===== src/design/bpu_pkg.sv =====
`default_nettype none

package bpu_pkg;

    // datapath and table sizes
    localparam int XLEN        = 32;
    localparam int HIST_W      = 16;
    localparam int BIM_ENTRIES = 512;
    localparam int TAG_ENTRIES = 256;
    localparam int TAG_W       = 10;
    localparam int BTB_ENTRIES = 256;
    localparam int BTB_TAG_W   = 22;
    localparam int RAS_DEPTH   = 64;

    // derived index widths
    localparam int BIM_IDX_W = $clog2(BIM_ENTRIES); // pc[9:1]
    localparam int TAG_IDX_W = $clog2(TAG_ENTRIES); // pc[7:0] ^ hist[7:0]
    localparam int BTB_IDX_W = $clog2(BTB_ENTRIES); // pc[9:2]
    localparam int RAS_IDX_W = $clog2(RAS_DEPTH);
    localparam int RAS_PTR_W = RAS_IDX_W + 1;       // one extra bit to tell full from empty

    // rv32 control transfer opcodes
    localparam logic [6:0] OP_BRANCH = 7'b1100011;
    localparam logic [6:0] OP_JAL    = 7'b1101111;
    localparam logic [6:0] OP_JALR   = 7'b1100111;

    // 2-bit saturating counter points
    localparam logic [1:0] CNT_WEAK_NT = 2'b01; // reset value
    localparam logic [1:0] CNT_WEAK_T  = 2'b10;

    typedef enum logic {
        PROV_BIMODAL = 1'b0,
        PROV_TAGGED  = 1'b1
    } provider_e;

    typedef struct packed {
        logic            is_branch;
        logic            is_jal;
        logic            is_jalr;
        logic            is_ret;
        logic [XLEN-1:0] branch_off;
        logic [XLEN-1:0] jal_off;
    } pdec_t;

    typedef struct packed {
        logic              is_ctrl;
        logic              taken;
        logic [XLEN-1:0]   target;
        provider_e         provider;
        logic [HIST_W-1:0] history; // history seen at prediction time
    } pred_t;

    typedef struct packed {
        logic              valid;
        logic              taken;
        logic              correct;
        logic              is_ret;
        logic [XLEN-1:0]   pc;
        logic [XLEN-1:0]   target;
        logic [HIST_W-1:0] history;
        provider_e         provider;
    } resolve_t;

    typedef struct packed {
        logic             valid;
        logic [TAG_W-1:0] tag;
        logic [1:0]       cnt;
    } tag_entry_t;

    typedef struct packed {
        logic                 valid;
        logic [BTB_TAG_W-1:0] tag;
        logic [XLEN-1:0]      target;
    } btb_entry_t;

endpackage

`default_nettype wire


===== src/design/inst_predecode.sv =====
`default_nettype none

module inst_predecode (
    input  logic [bpu_pkg::XLEN-1:0] if_inst_i,
    output bpu_pkg::pdec_t           pdec_o
);

    import bpu_pkg::*;

    logic [6:0]  opcode;
    logic [4:0]  rd;
    logic [4:0]  rs1;
    logic [11:0] imm_i;
    logic        link_src; // rs1 is ra or t0

    assign opcode   = if_inst_i[6:0];
    assign rd       = if_inst_i[11:7];
    assign rs1      = if_inst_i[19:15];
    assign imm_i    = if_inst_i[31:20];
    assign link_src = (rs1 == 5'd1) || (rs1 == 5'd5);

    assign pdec_o.is_branch = (opcode == OP_BRANCH);
    assign pdec_o.is_jal    = (opcode == OP_JAL);
    assign pdec_o.is_jalr   = (opcode == OP_JALR);

    // jalr x0, 0(ra|t0)
    assign pdec_o.is_ret = (opcode == OP_JALR) && (rd == 5'd0) && link_src && (imm_i == 12'd0);

    // b-type immediate
    assign pdec_o.branch_off = {
        {(XLEN-12){if_inst_i[31]}},
        if_inst_i[7],
        if_inst_i[30:25],
        if_inst_i[11:8],
        1'b0
    };

    // j-type immediate
    assign pdec_o.jal_off = {
        {(XLEN-20){if_inst_i[31]}},
        if_inst_i[19:12],
        if_inst_i[20],
        if_inst_i[30:21],
        1'b0
    };

endmodule

`default_nettype wire


===== config.mk =====
export PLATFORM = sky130hd
export DESIGN_NAME = inst_predecode
export DESIGN_NICKNAME = d
export VERILOG_FILES = /design/src/design/bpu_pkg.sv /design/src/design/inst_predecode.sv
export SDC_FILE = /design/constraint.sdc
export NUM_CORES = 1
export LEC_CHECK = 0
export ABC_AREA = 1
export BUFFER_PORTS_ARGS = -buffer_cell sky130_fd_sc_hd__buf_2
export CAP_MARGIN = 5
export CORE_MARGIN = 2
export CORE_UTILIZATION = 33
export DETAILED_ROUTE_END_ITERATION = 10
export GPL_ROUTABILITY_DRIVEN = 0
export MAX_ROUTING_LAYER = met4
export PLACE_DENSITY_LB_ADDON = 0.15
export SETUP_SLACK_MARGIN = 0.02
export SLEW_MARGIN = 25
export SYNTH_ARGS = -nofsm -noshare
export SYNTH_HDL_FRONTEND = slang
export SYNTH_SLANG_ARGS = --single-unit

===== constraint.sdc =====
create_clock -name vclk -period 1
set_input_delay 0.15 -clock vclk [all_inputs]
set_output_delay 0.15 -clock vclk [all_outputs]
set_load 0.01 [all_outputs]

=== Word level (Yosys, flattened, before mapping) ===
Index checks and enable logic that the tools add are counted.

* Register bits: 0
* Bits of input ports: 32

* Eq/ne operators: 5
* Reduce and logical (&&, ||, !) cells: 6

{| class="wikitable"
|+ Operator list
! cell !! count
|-
| $eq 7x7->1 const B || 3
|-
| $logic_not 12->1 || 1
|-
| $eq 5x1->1 const B || 1
|-
| $eq 5x3->1 const B || 1
|-
| $logic_not 5->1 || 1
|-
| $logic_and 1x1->1 || 3
|-
| $logic_or 1x1->1 || 1
|}

=== Logic depth before layout (Yosys ltp) ===
* Word-level depth: 4
* Depth in mapped cells: 6
* Mapped depth without buffers: 6

=== Worst setup path before layout ===
No wires, ideal clock.

* Kind: input -> output
* Start point: input port if_inst_i[4] (netlist bit)
* End point: output port pdec_o[67] (netlist bit)
* Arrival: 0.663 ns
* Setup slack: 0.187 ns
* Stages on the path: 3
* Buffers on the path: 0
* Cells stage by stage: inv_1 -> nand3_4 -> nor4_1

{| class="wikitable"
|+ RTL lines
! what !! line !! RTL
|-
| from (decl) || inst_predecode.sv:4 || <nowiki>input logic [bpu_pkg::XLEN-1:0] if_inst_i,</nowiki>
|-
| to (decl) || inst_predecode.sv:5 || <nowiki>output bpu_pkg::pdec_t pdec_o</nowiki>
|}

==> results.txt <==
Vias in the first global route: 353
GR Overflow Total: 0
Req. time, crit path: 0.85 ns
Residual DRC: 0
Crit-path max FO: 2
Ys Warns: 0
Global-route wire length before repair: 1.428 mm
Status: completed
Post-DP Area: 664.4 sq um
Iteration-0 DRC count of the detailed router: 0
Largest net degree at the start of global routing: 21
Final Max Slew Viols: 0
RSZ-0062 raised after global routing: yes
Post-Synth Adder-Cell Area: 0
Share of post-route cells with drive strength above 1: 0.7953
Peak supply drop: 0.1708 mV
Synth Area in Compound Gates: 0
Worst Hold Class: in2out
Gate Count Post-Synth: 99
Critical path class: in2out
Final nets: 161
Final Setup Violations: 0
Worst Setup End Kind: primary output
Final WS setup: 0.02942 ns
Critical path launch point type: input port
XOR/XNOR Fraction of Synth Area: 0
Post-Synth Simple-Gate Area: 0.2254
Minimum clock period: 0.9706 ns
Initial Util: 0.3414
Hold-fix buffers, CTS: 0
FP Rows: 16
Maxcap violations: 0
Tot GR Track Use: 0.07095
FF/Latch Area: 0 sq um
Final Instance Area: 688.2 sq um
Commonest cells after routing, fill and taps aside: buf_2 (88), nor2_1 (11), nand2_1 (7)
Synth cell types: 13
Top-level I/O count: 100
Seq_cells: 0
Mux contribution to synthesized area: 0
Chip width: 48.36 um
Area growth from synthesis to layout: 5.973%
Clock buffer cells: 0
N_diodes: 0
Antenna violation net count after detailed routing: 0
First drt pass iteration count: 1
Commonest non-fill, non-tap cell in the layout: buf_2
Height of the die: 48.36 um
Worst Hold End: pdec_o[12]
Setup WS pre-CTS: -0.05128 ns
Smallest hold slack: 0.3000 ns
Post-Place Cells: 154
Wire per inst: 6.701 um
Finished Layout Cells: 154
Vias/cell: 3.558
Final period util: 0.9706
Final setup TNS: 0 ns
DP HPWL: 965.7 um
Syn_area_per_cell: 6.559 sq um
Final hold viol count: 0
Fill count: 201
Area of the die: 0.002339 sq mm
Initial antenna violation count: 0
Port bufs: 90
Leak: 0.4413 nW
Core area: 0.001902 sq mm
Syn Std Cell Area: 649.4 sq um
Min-delay src: if_inst_i[12]
Main combinational cell family by area after synthesis: buffers and inverters
Total routed wirelength: 1.032 mm
Via count: 548
Sequential-to-total area share from yosys stat: 0
PwrDens: 439.0 mW/mm^2
Hold Path Depth: 0
Crit path DAT: 0.82 ns
Maximum clock frequency: 1.030 GHz
==> how the worst max path moves through the flow <==
stage | startpoint | end | slack, ns
finish | if_inst_i[8] | pdec_o[64] | 0.03
global route | if_inst_i[31] | pdec_o[64] | -0.02
CTS | if_inst_i[18] | pdec_o[64] | 0.007
detailed placement | if_inst_i[31] | pdec_o[64] | -0.05
global placement | if_inst_i[31] | pdec_o[64] | -0.03
floorplan | if_inst_i[4] | pdec_o[67] | 0.19
==> cell usage after synthesis <==
cell type  instances  area share
buf_4             64        0.74
nand2_2            2       0.019
conb_1             1      0.0058
nor2_4             1       0.017
inv_2              1      0.0058
nand2_1            7       0.040
nor2_2             2       0.019
inv_1              4       0.023
nor4_1             1      0.0096
nand3_1            1      0.0077
nand3_4            1       0.027
or2_1              1      0.0096
nor2_1            13       0.075
==> metrics by stage <==
stage,total power (W),utilization
after floorplan,0.0002925,-
after global placement,0.0002973,0.3493
after detailed placement,0.0002975,0.3493
after CTS,0.0003011,0.3526
after global routing,0.0003279,0.3618
final,0.0003021,0.3618
==> timing repair <==
action,CTS,global route
pin swaps,3,3
setup endpoints to repair,1,2
resized for setup,2,4
setup buffers,0,0
==> cell families (layout without fill, tap and decap cells) <==
family | after synthesis | count (layout)
buffers and inverters | 69 | 96
and+or+nand+nor | 29 | 29
other | 1 | 2
==> worst max-delay path, stage by stage <==
cell and delay (ns):
buf_6 0.09, or2_1 0.21, nor2_1 0.11, nand2_2 0.06
nor2_2 0.07, buf_2 0.13
==> metal layers <==
metal  share of wire  global-route usage  up-vias
met4               0            0.004762        0
met1            0.35             0.07386      218
li1                -                   -      286
met3            0.16            0.003086        0
met2            0.49              0.1505       44
met5               0                   -        -
==> cell type report <==
class,count,area [sq um],share of cell area
inverters,5,18.77,0.02727
multi-input cells,31,165.2,0.2400
well taps,27,33.78,0.04909
repair buffers,91,470.5,0.6836
==> report_power, final <==
group | internal, W | total (W) | switching, W
logic | 0.000139 | 0.000302 | 0.000163
registers | 0 | 0 | 0
clock network | 0 | 0 | 0
total | 0.000139 | 0.000302 | 0.000163
(Power assumes the default switching activity.)
