===== src/design/bpu_pkg.sv =====
`default_nettype none

package bpu_pkg;

    // datapath and table sizes
    localparam int XLEN        = 32;
    localparam int HIST_W      = 16;
    localparam int BIM_ENTRIES = 512;
    localparam int TAG_ENTRIES = 256;
    localparam int TAG_W       = 10;
    localparam int BTB_ENTRIES = 256;
    localparam int BTB_TAG_W   = 22;
    localparam int RAS_DEPTH   = 64;

    // derived index widths
    localparam int BIM_IDX_W = $clog2(BIM_ENTRIES); // pc[9:1]
    localparam int TAG_IDX_W = $clog2(TAG_ENTRIES); // pc[7:0] ^ hist[7:0]
    localparam int BTB_IDX_W = $clog2(BTB_ENTRIES); // pc[9:2]
    localparam int RAS_IDX_W = $clog2(RAS_DEPTH);
    localparam int RAS_PTR_W = RAS_IDX_W + 1;       // one extra bit to tell full from empty

    // rv32 control transfer opcodes
    localparam logic [6:0] OP_BRANCH = 7'b1100011;
    localparam logic [6:0] OP_JAL    = 7'b1101111;
    localparam logic [6:0] OP_JALR   = 7'b1100111;

    // 2-bit saturating counter points
    localparam logic [1:0] CNT_WEAK_NT = 2'b01; // reset value
    localparam logic [1:0] CNT_WEAK_T  = 2'b10;

    typedef enum logic {
        PROV_BIMODAL = 1'b0,
        PROV_TAGGED  = 1'b1
    } provider_e;

    typedef struct packed {
        logic            is_branch;
        logic            is_jal;
        logic            is_jalr;
        logic            is_ret;
        logic [XLEN-1:0] branch_off;
        logic [XLEN-1:0] jal_off;
    } pdec_t;

    typedef struct packed {
        logic              is_ctrl;
        logic              taken;
        logic [XLEN-1:0]   target;
        provider_e         provider;
        logic [HIST_W-1:0] history; // history seen at prediction time
    } pred_t;

    typedef struct packed {
        logic              valid;
        logic              taken;
        logic              correct;
        logic              is_ret;
        logic [XLEN-1:0]   pc;
        logic [XLEN-1:0]   target;
        logic [HIST_W-1:0] history;
        provider_e         provider;
    } resolve_t;

    typedef struct packed {
        logic             valid;
        logic [TAG_W-1:0] tag;
        logic [1:0]       cnt;
    } tag_entry_t;

    typedef struct packed {
        logic                 valid;
        logic [BTB_TAG_W-1:0] tag;
        logic [XLEN-1:0]      target;
    } btb_entry_t;

endpackage

`default_nettype wire


===== src/design/return_stack.sv =====
`default_nettype none

module return_stack (
    input  logic                     clk,
    input  logic                     rst,
    input  bpu_pkg::resolve_t        resolve_i,
    input  logic                     stall_i,
    input  logic                     push_valid_i,
    input  logic [bpu_pkg::XLEN-1:0] push_addr_i,
    output logic [bpu_pkg::XLEN-1:0] top_o,
    output logic                     nonempty_o
);

    import bpu_pkg::*;

    logic [XLEN-1:0] stack_q [RAS_DEPTH];

    logic [RAS_PTR_W-1:0] sp_q;   // next free slot
    logic [RAS_PTR_W-1:0] sp_top; // slot of the current top
    logic [RAS_PTR_W-1:0] sp_pop; // pointer once the pop is applied
    logic [RAS_PTR_W-1:0] sp_d;
    logic                 pop;
    logic                 push;

    assign nonempty_o = (sp_q != '0);
    assign sp_top     = sp_q - 1'b1;
    assign top_o      = stack_q[sp_top[RAS_IDX_W-1:0]];

    // returns pop at execute, calls push at decode
    assign pop = resolve_i.valid && resolve_i.taken && resolve_i.is_ret
                 && !stall_i && nonempty_o;
    assign sp_pop = pop ? sp_top : sp_q;

    // pop goes first, so a push in the same cycle lands where the pop left
    assign push = push_valid_i && !stall_i && (sp_pop != RAS_PTR_W'(RAS_DEPTH));
    assign sp_d = push ? sp_pop + 1'b1 : sp_pop;

    always_ff @(posedge clk or posedge rst) begin
        if (rst) begin
            sp_q <= '0;
        end else begin
            sp_q <= sp_d;
        end
    end

    always_ff @(posedge clk) begin
        if (push) begin
            stack_q[sp_pop[RAS_IDX_W-1:0]] <= push_addr_i;
        end
    end

endmodule

`default_nettype wire


===== config.mk =====
export PLATFORM = sky130hd
export DESIGN_NAME = return_stack
export DESIGN_NICKNAME = d
export VERILOG_FILES = /design/src/design/bpu_pkg.sv /design/src/design/return_stack.sv
export SDC_FILE = /design/constraint.sdc
export NUM_CORES = 2
export LEC_CHECK = 0
export ABC_CLOCK_PERIOD_IN_PS = 8300
export BUFFER_PORTS_ARGS = -buffer_cell sky130_fd_sc_hd__buf_4
export CAP_MARGIN = 10
export CORE_MARGIN = 2
export CORE_UTILIZATION = 55
export CTS_CLUSTER_SIZE = 25
export DETAILED_ROUTE_END_ITERATION = 12
export PLACE_DENSITY = 0.73
export REMOVE_ABC_BUFFERS = 1
export SYNTH_ARGS = -nofsm -noshare
export SYNTH_HDL_FRONTEND = slang
export SYNTH_SLANG_ARGS = --single-unit

===== constraint.sdc =====
create_clock -name clk -period 8.3 [get_ports clk]
set_clock_uncertainty 0.15 [all_clocks]
set_input_delay 0.415 -clock clk [delete_from_list [all_inputs] [get_ports clk]]
set_output_delay 0.415 -clock clk [all_outputs]
set_load 0.05 [all_outputs]

[Word level (Yosys, flattened, before mapping)]
Memories as Yosys holds them, arrays and structs flattened.
Cells that the tools add are included.
Storage, ports and cells
  word-level logic and storage cells: 17
  latch bits: 0
  output and inout bits: 33
  input port bits: 121
  ROM bits: 0
  bits in writable memories: 2048
  memories kept: 1
  bits in registers: 7
Memory list
  stack_q: words 64, width 32, read ports 1, clocked after memory_dff 0, write ports 1, line return_stack.sv:16  | logic [XLEN-1:0] stack_q [RAS_DEPTH];
Operators by class
  shift operators: 0
  equal/unequal tests: 1
  add/sub/neg operators: 2
  reductions and logical operators: 8
  order comparisons: 0
  bitwise logic cells: 0
  divide/modulo/power cells: 0
  multipliers: 0
  mux-type cells: 4
Operator list (number)
  two-way mux 7 bit: 2
  adder 7 x 1 -> 7 bit, second input constant: 1
  inequality test 7 bit, second input constant: 1
  nonzero test 7 bit: 1
  subtractor 7 x 1 -> 7 bit, second input constant: 1
  logical AND 1 bit: 6
  two-way mux 1 bit: 2
  logical NOT 1 bit: 1

[Depth between registers and ports, before layout]
  word-level depth: 9
  mapped depth: 15
  mapped depth without buffers: 11

[Least setup slack after synthesis]
Ideal clock, no wire load.
  path type: register to register
  from: register sp_q[0]
  to: memory stack_q[16][0], enable pin
  data arrival time: 4.060 ns
  path slack: 3.669 ns
  path buffers: 4
  library setup time: 0.421 ns
  period minus slack after synthesis: 4.631 ns
  required time: 7.729 ns
  stages on the path, launching flop included: 16
  cells stage by stage: dfrtp_1 -> buf_2 -> buf_2 -> inv_1 -> ha_1 -> buf_2 -> or3b_1 -> buf_2 -> o21ai_4 -> nand2_1 -> o21ai_0 -> inv_1 -> ha_1 -> nand4_1 -> o21ai_2 -> nor2_1
Between the ends
  cells in the longest elaborated chain, start to end: 7
  elaborated cells on any way between the ends: 8
  classes of those cells: add/sub (1); eq/ne (1); mux (3); reduce/logical (3)
RTL lines
  from (decl): line return_stack.sv:18  | logic [RAS_PTR_W-1:0] sp_q;
  from (signal assigned): line return_stack.sv:42  | sp_q <= sp_d;
  branches (longest 2 deep; another with subtractor 7 x 1 -> 7 bit)
  two-way mux 7 bit *: line return_stack.sv:32  | assign sp_pop = pop ? sp_top : sp_q;
  inequality test 7 bit: line return_stack.sv:35  | assign push = push_valid_i && !stall_i && (sp_pop != RAS_PTR_W'(RAS_DEPTH));
  logical AND 1 bit: line return_stack.sv:35
  two-way mux 1 bit: line return_stack.sv:47  | if (push) begin
  two-way mux 1 bit (not written as such): line return_stack.sv:48  | stack_q[sp_pop[RAS_IDX_W-1:0]] <= push_addr_i;
  to (decl): line return_stack.sv:16
Every way passes the cells marked *.

[Worst setup path in the final report]
  from: register sp_q[0]
  to: output port top_o[20] in the netlist's numbering
Between the ends
  cells in the longest elaborated chain, start to end: 2
RTL lines
  subtractor 7 x 1 -> 7 bit: line return_stack.sv:26  | assign sp_top = sp_q - 1'b1;
  memory read (64 x 32 bit)
  to (decl): line return_stack.sv:10  | output logic [bpu_pkg::XLEN-1:0] top_o,
Every way passes these cells.

==> out/summary.md <==
The congestion estimate from routability-driven global placement came to 0.861. After clock tree synthesis, the clock-pin slew on the worst setup and hold paths is 0.06 ns. Maximum level of the CTS H-tree: 4. In this run the horizontal extent of the chip is 381 um.

Entering global routing, the biggest net connects 152 pins. The total area inside the core boundary comes to 141000 um^2. By count the netlist is led by sky130_fd_sc_hd__edfxtp_1, sky130_fd_sc_hd__mux4_2, sky130_fd_sc_hd__a22oi_1. For the cell area after synthesis, the log shows 78000 um^2. The final number of hold-violating endpoints came out at 0. The initial standard-cell utilization of the core was 0.553; the latest clock arrival within the worst-skew pair was 0.83 ns. Setup slack closes at 1.56 ns.

Critical path's top delay family: buffers and inverters. 154 I/O pins were placed. The tools report the number of warnings printed during yosys synthesis as 0. The worst setup path is of the flop to output pin kind. The aggregate global-route resource usage was 0.277. The run gives 138 as the placement row count. The fraction of the yosys area taken by sequential cells is 0.791, and the total congestion overflow is 0. The final hold slack is 0.462 ns, and the routed length per placed instance is 35.5 um. For this run, design rule violations remaining after detail routing come to 0. Synthesis inferred 2055 register bits. The headroom to the max-slew limit came out at 0.116. Buffers inserted during clock tree synthesis total 192. At the worst endpoint, the arrival time is 6.18 ns.

The height of the die works out to 381 um. Cell with the most instances after synthesis: sky130_fd_sc_hd__edfxtp_1. Post-layout utilization of the core: 0.622.

The first-pass GRT wire length is 282000 um, and the initial antenna violation count is 1. A synthesized cell averages 23.1 um^2. STA puts the critical path data required time at 7.74 ns. The clock passes through at most 3 buffers.

The run gives 0.0316 W as the power consumption. The min-delay analysis places its worst path in the category input pin to flop. The number of buffers and inverters on the critical path is 4. For the number of max-slew violations in the final report, the log shows 0. The critical path capture point type was an output pin. In this run the clock root is driven by a sky130_fd_sc_hd__clkbuf_16. In this design, the critical path's most frequently occurring cell is sky130_fd_sc_hd__buf_4. The pre-antenna-repair detailed-routing pass consisted of 6 iterations. After legalization and detailed placement, the total HPWL measured 105000 um.

Yosys attributes the largest share of cell area to sky130_fd_sc_hd__edfxtp_1, sky130_fd_sc_hd__mux4_2, sky130_fd_sc_hd__a22oi_1. Synthesis handed over a netlist of 3370 instances. The minimum clock period is 6.74 ns. The signal on the critical path passes through buf_4 -> buf_4 -> buf_4 -> mux4_2 -> a22oi_1 -> a21oi_1 -> a2111o_1 -> buf_4. Among all flip-flop cells after synthesis, the most frequent one is sky130_fd_sc_hd__edfxtp_1. The tools report the reported leakage power as 26.9 nW. For the final routed database, the setup TNS stands at 0 ns. The share of Yosys cell area claimed by the top area cell type is 0.789, and the peak fanout along the critical path is 45.

Timing analysis after detailed placement gives a worst setup slack of 2.29 ns. For the setup violation total in the final timing report, the log shows 0. IR analysis of the VDD net gives a maximum drop of 637 uV. Summing over every cut layer, the via total after detailed routing is 38400. The count of nets left with antenna violations after detail routing is 0. Power spread over the standard cell area amounts to 360 nW/um^2. TritonCTS built the clock tree. On the worst path, the slowest cell contributes a delay of 0.99 ns. The number of inserted diodes was 0; the final critical-path share of the clock period was 0.812.

The logs give 49 for the post-synthesis cell type count and 2055 for the number of sinks handled by clock tree synthesis. The fraction of final layout cells with drive strength greater than 1 works out to 0.274. The die covers 145000 um^2. The largest individual stage delay along the critical path comes from the cell sky130_fd_sc_hd__dfrtp_4.

Number of flops mapped to enable cells by yosys: 2048. The run gives 38300 as the via count of the first global-routing pass. At the pin with the least slew margin, the transition time is 1.32 ns.

Maximum clock frequency: 148 MHz. Max-cap violations in this run came to 0. Setup repair after global routing left no endpoint under its margin. After detailed routing, the number of vias per cell comes to 6.84.

The tools report the startpoint class of the critical path as a flop. The tools report the quantity of gates resized following cts as 0. The run finished with clean final reports.

The net count of the finished layout is 3697. Summed over all instances, the cell type with the most area after synthesis is sky130_fd_sc_hd__edfxtp_1. The share of synthesized flip-flops with an asynchronous set or reset is 0.00341.

Port buffering added 71 buffers. The detailed router finished its first iteration with 6242 violations. Compared with the post-synthesis result, the final layout area differs by 12.5%. After detailed routing, the total wire length is 200000 um.
==> cell usage in the layout, fill, tap and decap left out, types with 3 or more instances in the layout <==
master | synthesis | routed
sky130_fd_sc_hd__clkinv_8 | 0 | 7
sky130_fd_sc_hd__dfrtp_1 | 7 | 6
sky130_fd_sc_hd__o21ai_0 | 6 | 4
sky130_fd_sc_hd__a21oi_1 | 99 | 99
sky130_fd_sc_hd__dlygate4sd3_1 | 0 | 36
sky130_fd_sc_hd__a2111o_1 | 32 | 32
sky130_fd_sc_hd__xnor2_1 | 7 | 7
sky130_fd_sc_hd__clkinv_2 | 0 | 26
sky130_fd_sc_hd__nand3_1 | 8 | 8
sky130_fd_sc_hd__nor2b_1 | 4 | 3
sky130_fd_sc_hd__clkinv_1 | 0 | 58
sky130_fd_sc_hd__buf_12 | 0 | 5
sky130_fd_sc_hd__inv_1 | 11 | 11
sky130_fd_sc_hd__nor2_1 | 70 | 6
sky130_fd_sc_hd__nor2_4 | 0 | 64
sky130_fd_sc_hd__clkbuf_16 | 0 | 192
sky130_fd_sc_hd__inv_6 | 0 | 3
sky130_fd_sc_hd__a22oi_1 | 258 | 258
sky130_fd_sc_hd__edfxtp_1 | 2048 | 2048
sky130_fd_sc_hd__clkbuf_1 | 118 | 40
sky130_fd_sc_hd__clkinvlp_4 | 0 | 8
sky130_fd_sc_hd__o21ai_4 | 3 | 6
sky130_fd_sc_hd__bufinv_16 | 0 | 9
sky130_fd_sc_hd__nand2b_1 | 5 | 5
sky130_fd_sc_hd__nand2_1 | 43 | 43
sky130_fd_sc_hd__nor3_1 | 9 | 9
sky130_fd_sc_hd__buf_4 | 3 | 166
sky130_fd_sc_hd__xor2_1 | 4 | 4
sky130_fd_sc_hd__inv_16 | 0 | 6
sky130_fd_sc_hd__or3_1 | 5 | 4
sky130_fd_sc_hd__o21ai_2 | 5 | 4
sky130_fd_sc_hd__mux4_2 | 512 | 512
==> flip-flops by register name, indices dropped and copies added (netlist names) <==
register	count
stack_q	2048
sp_q	7
==> timing repair <==
item,4_1_cts,5_1_grt
endpoints found under the hold margin,2058,0
setup buffers,0,0
hold buffers,36,0
==> layer usage <==
layer	track usage	wire, um
met1	0.388	73400
met2	0.428	95200
met4	0.111	8330
met5	0.00231	64
met3	0.0659	22700
==> worst min-delay path: stages <==
cell and delay, ns:
sky130_fd_sc_hd__buf_4 0.11, sky130_fd_sc_hd__nand4b_1 0.39, sky130_fd_sc_hd__or3_1 0.20, sky130_fd_sc_hd__o21a_1 0.18, sky130_fd_sc_hd__mux2i_1 0.09
==> kinds of logic after synthesis <==
| kind of cell | share of synthesized area |
|---|---|
| multiplexers | 0.148 |
| XOR/XNOR | 0.00124 |
| AND/OR/NAND/NOR | 0.00918 |
| buffers and inverters | 0.0112 |
| adder cells (fa/ha/maj) | 0.000481 |
| flip-flops | 0.791 |
| AO/OA/AOI/OAI | 0.0390 |
==> where the power goes <==
group	internal [W]	total [W]	switching, W
combinational	0.00454	0.0114	0.00690
sequential	0.0116	0.0118	0.000152
clock	0.00455	0.00836	0.00381
==> through the flow <==
stage               instance area, um^2  instances
CTS                               87700       5620
global route                      87700       5620
floorplan                         77200       3172
global placement                  81400       5233
detailed placement                81400       5233
finish                            87700       5620
==> path summary, 6_finish.rpt <==
kind,cells past startpoint,slack [ns],start,endpoint
worst max-delay path,8,1.56,sp_q[0]$_DFF_PP0_,top_o[20]
worst min-delay path,5,0.46,resolve_i[83],sp_q[2]$_DFF_PP0_
worst max register to register,8,2.56,sp_q[0]$_DFF_PP0_,stack_q[41][2]$_DFFE_PP_
worst min register to register,2,0.50,sp_q[6]$_DFF_PP0_,sp_q[6]$_DFF_PP0_
max in group asynchronous,4,7.04,rst,sp_q[0]$_DFF_PP0_
min in group asynchronous,4,0.70,rst,sp_q[3]$_DFF_PP0_
==> layout make-up <==
| cell class | count | area (um^2) |
|---|---|---|
| clock buffer | 232 | 4950 |
| clock inverter | 119 | 956 |
| fill | 9229 | 53300 |
| inverter | 11 | 41.3 |
| multi-input combinational | 1106 | 16000 |
| sequential | 2055 | 61700 |
| tap | 1890 | 2360 |
| timing repair buffer | 207 | 1710 |
No activity file was read; power rests on OpenSTA's default activity.
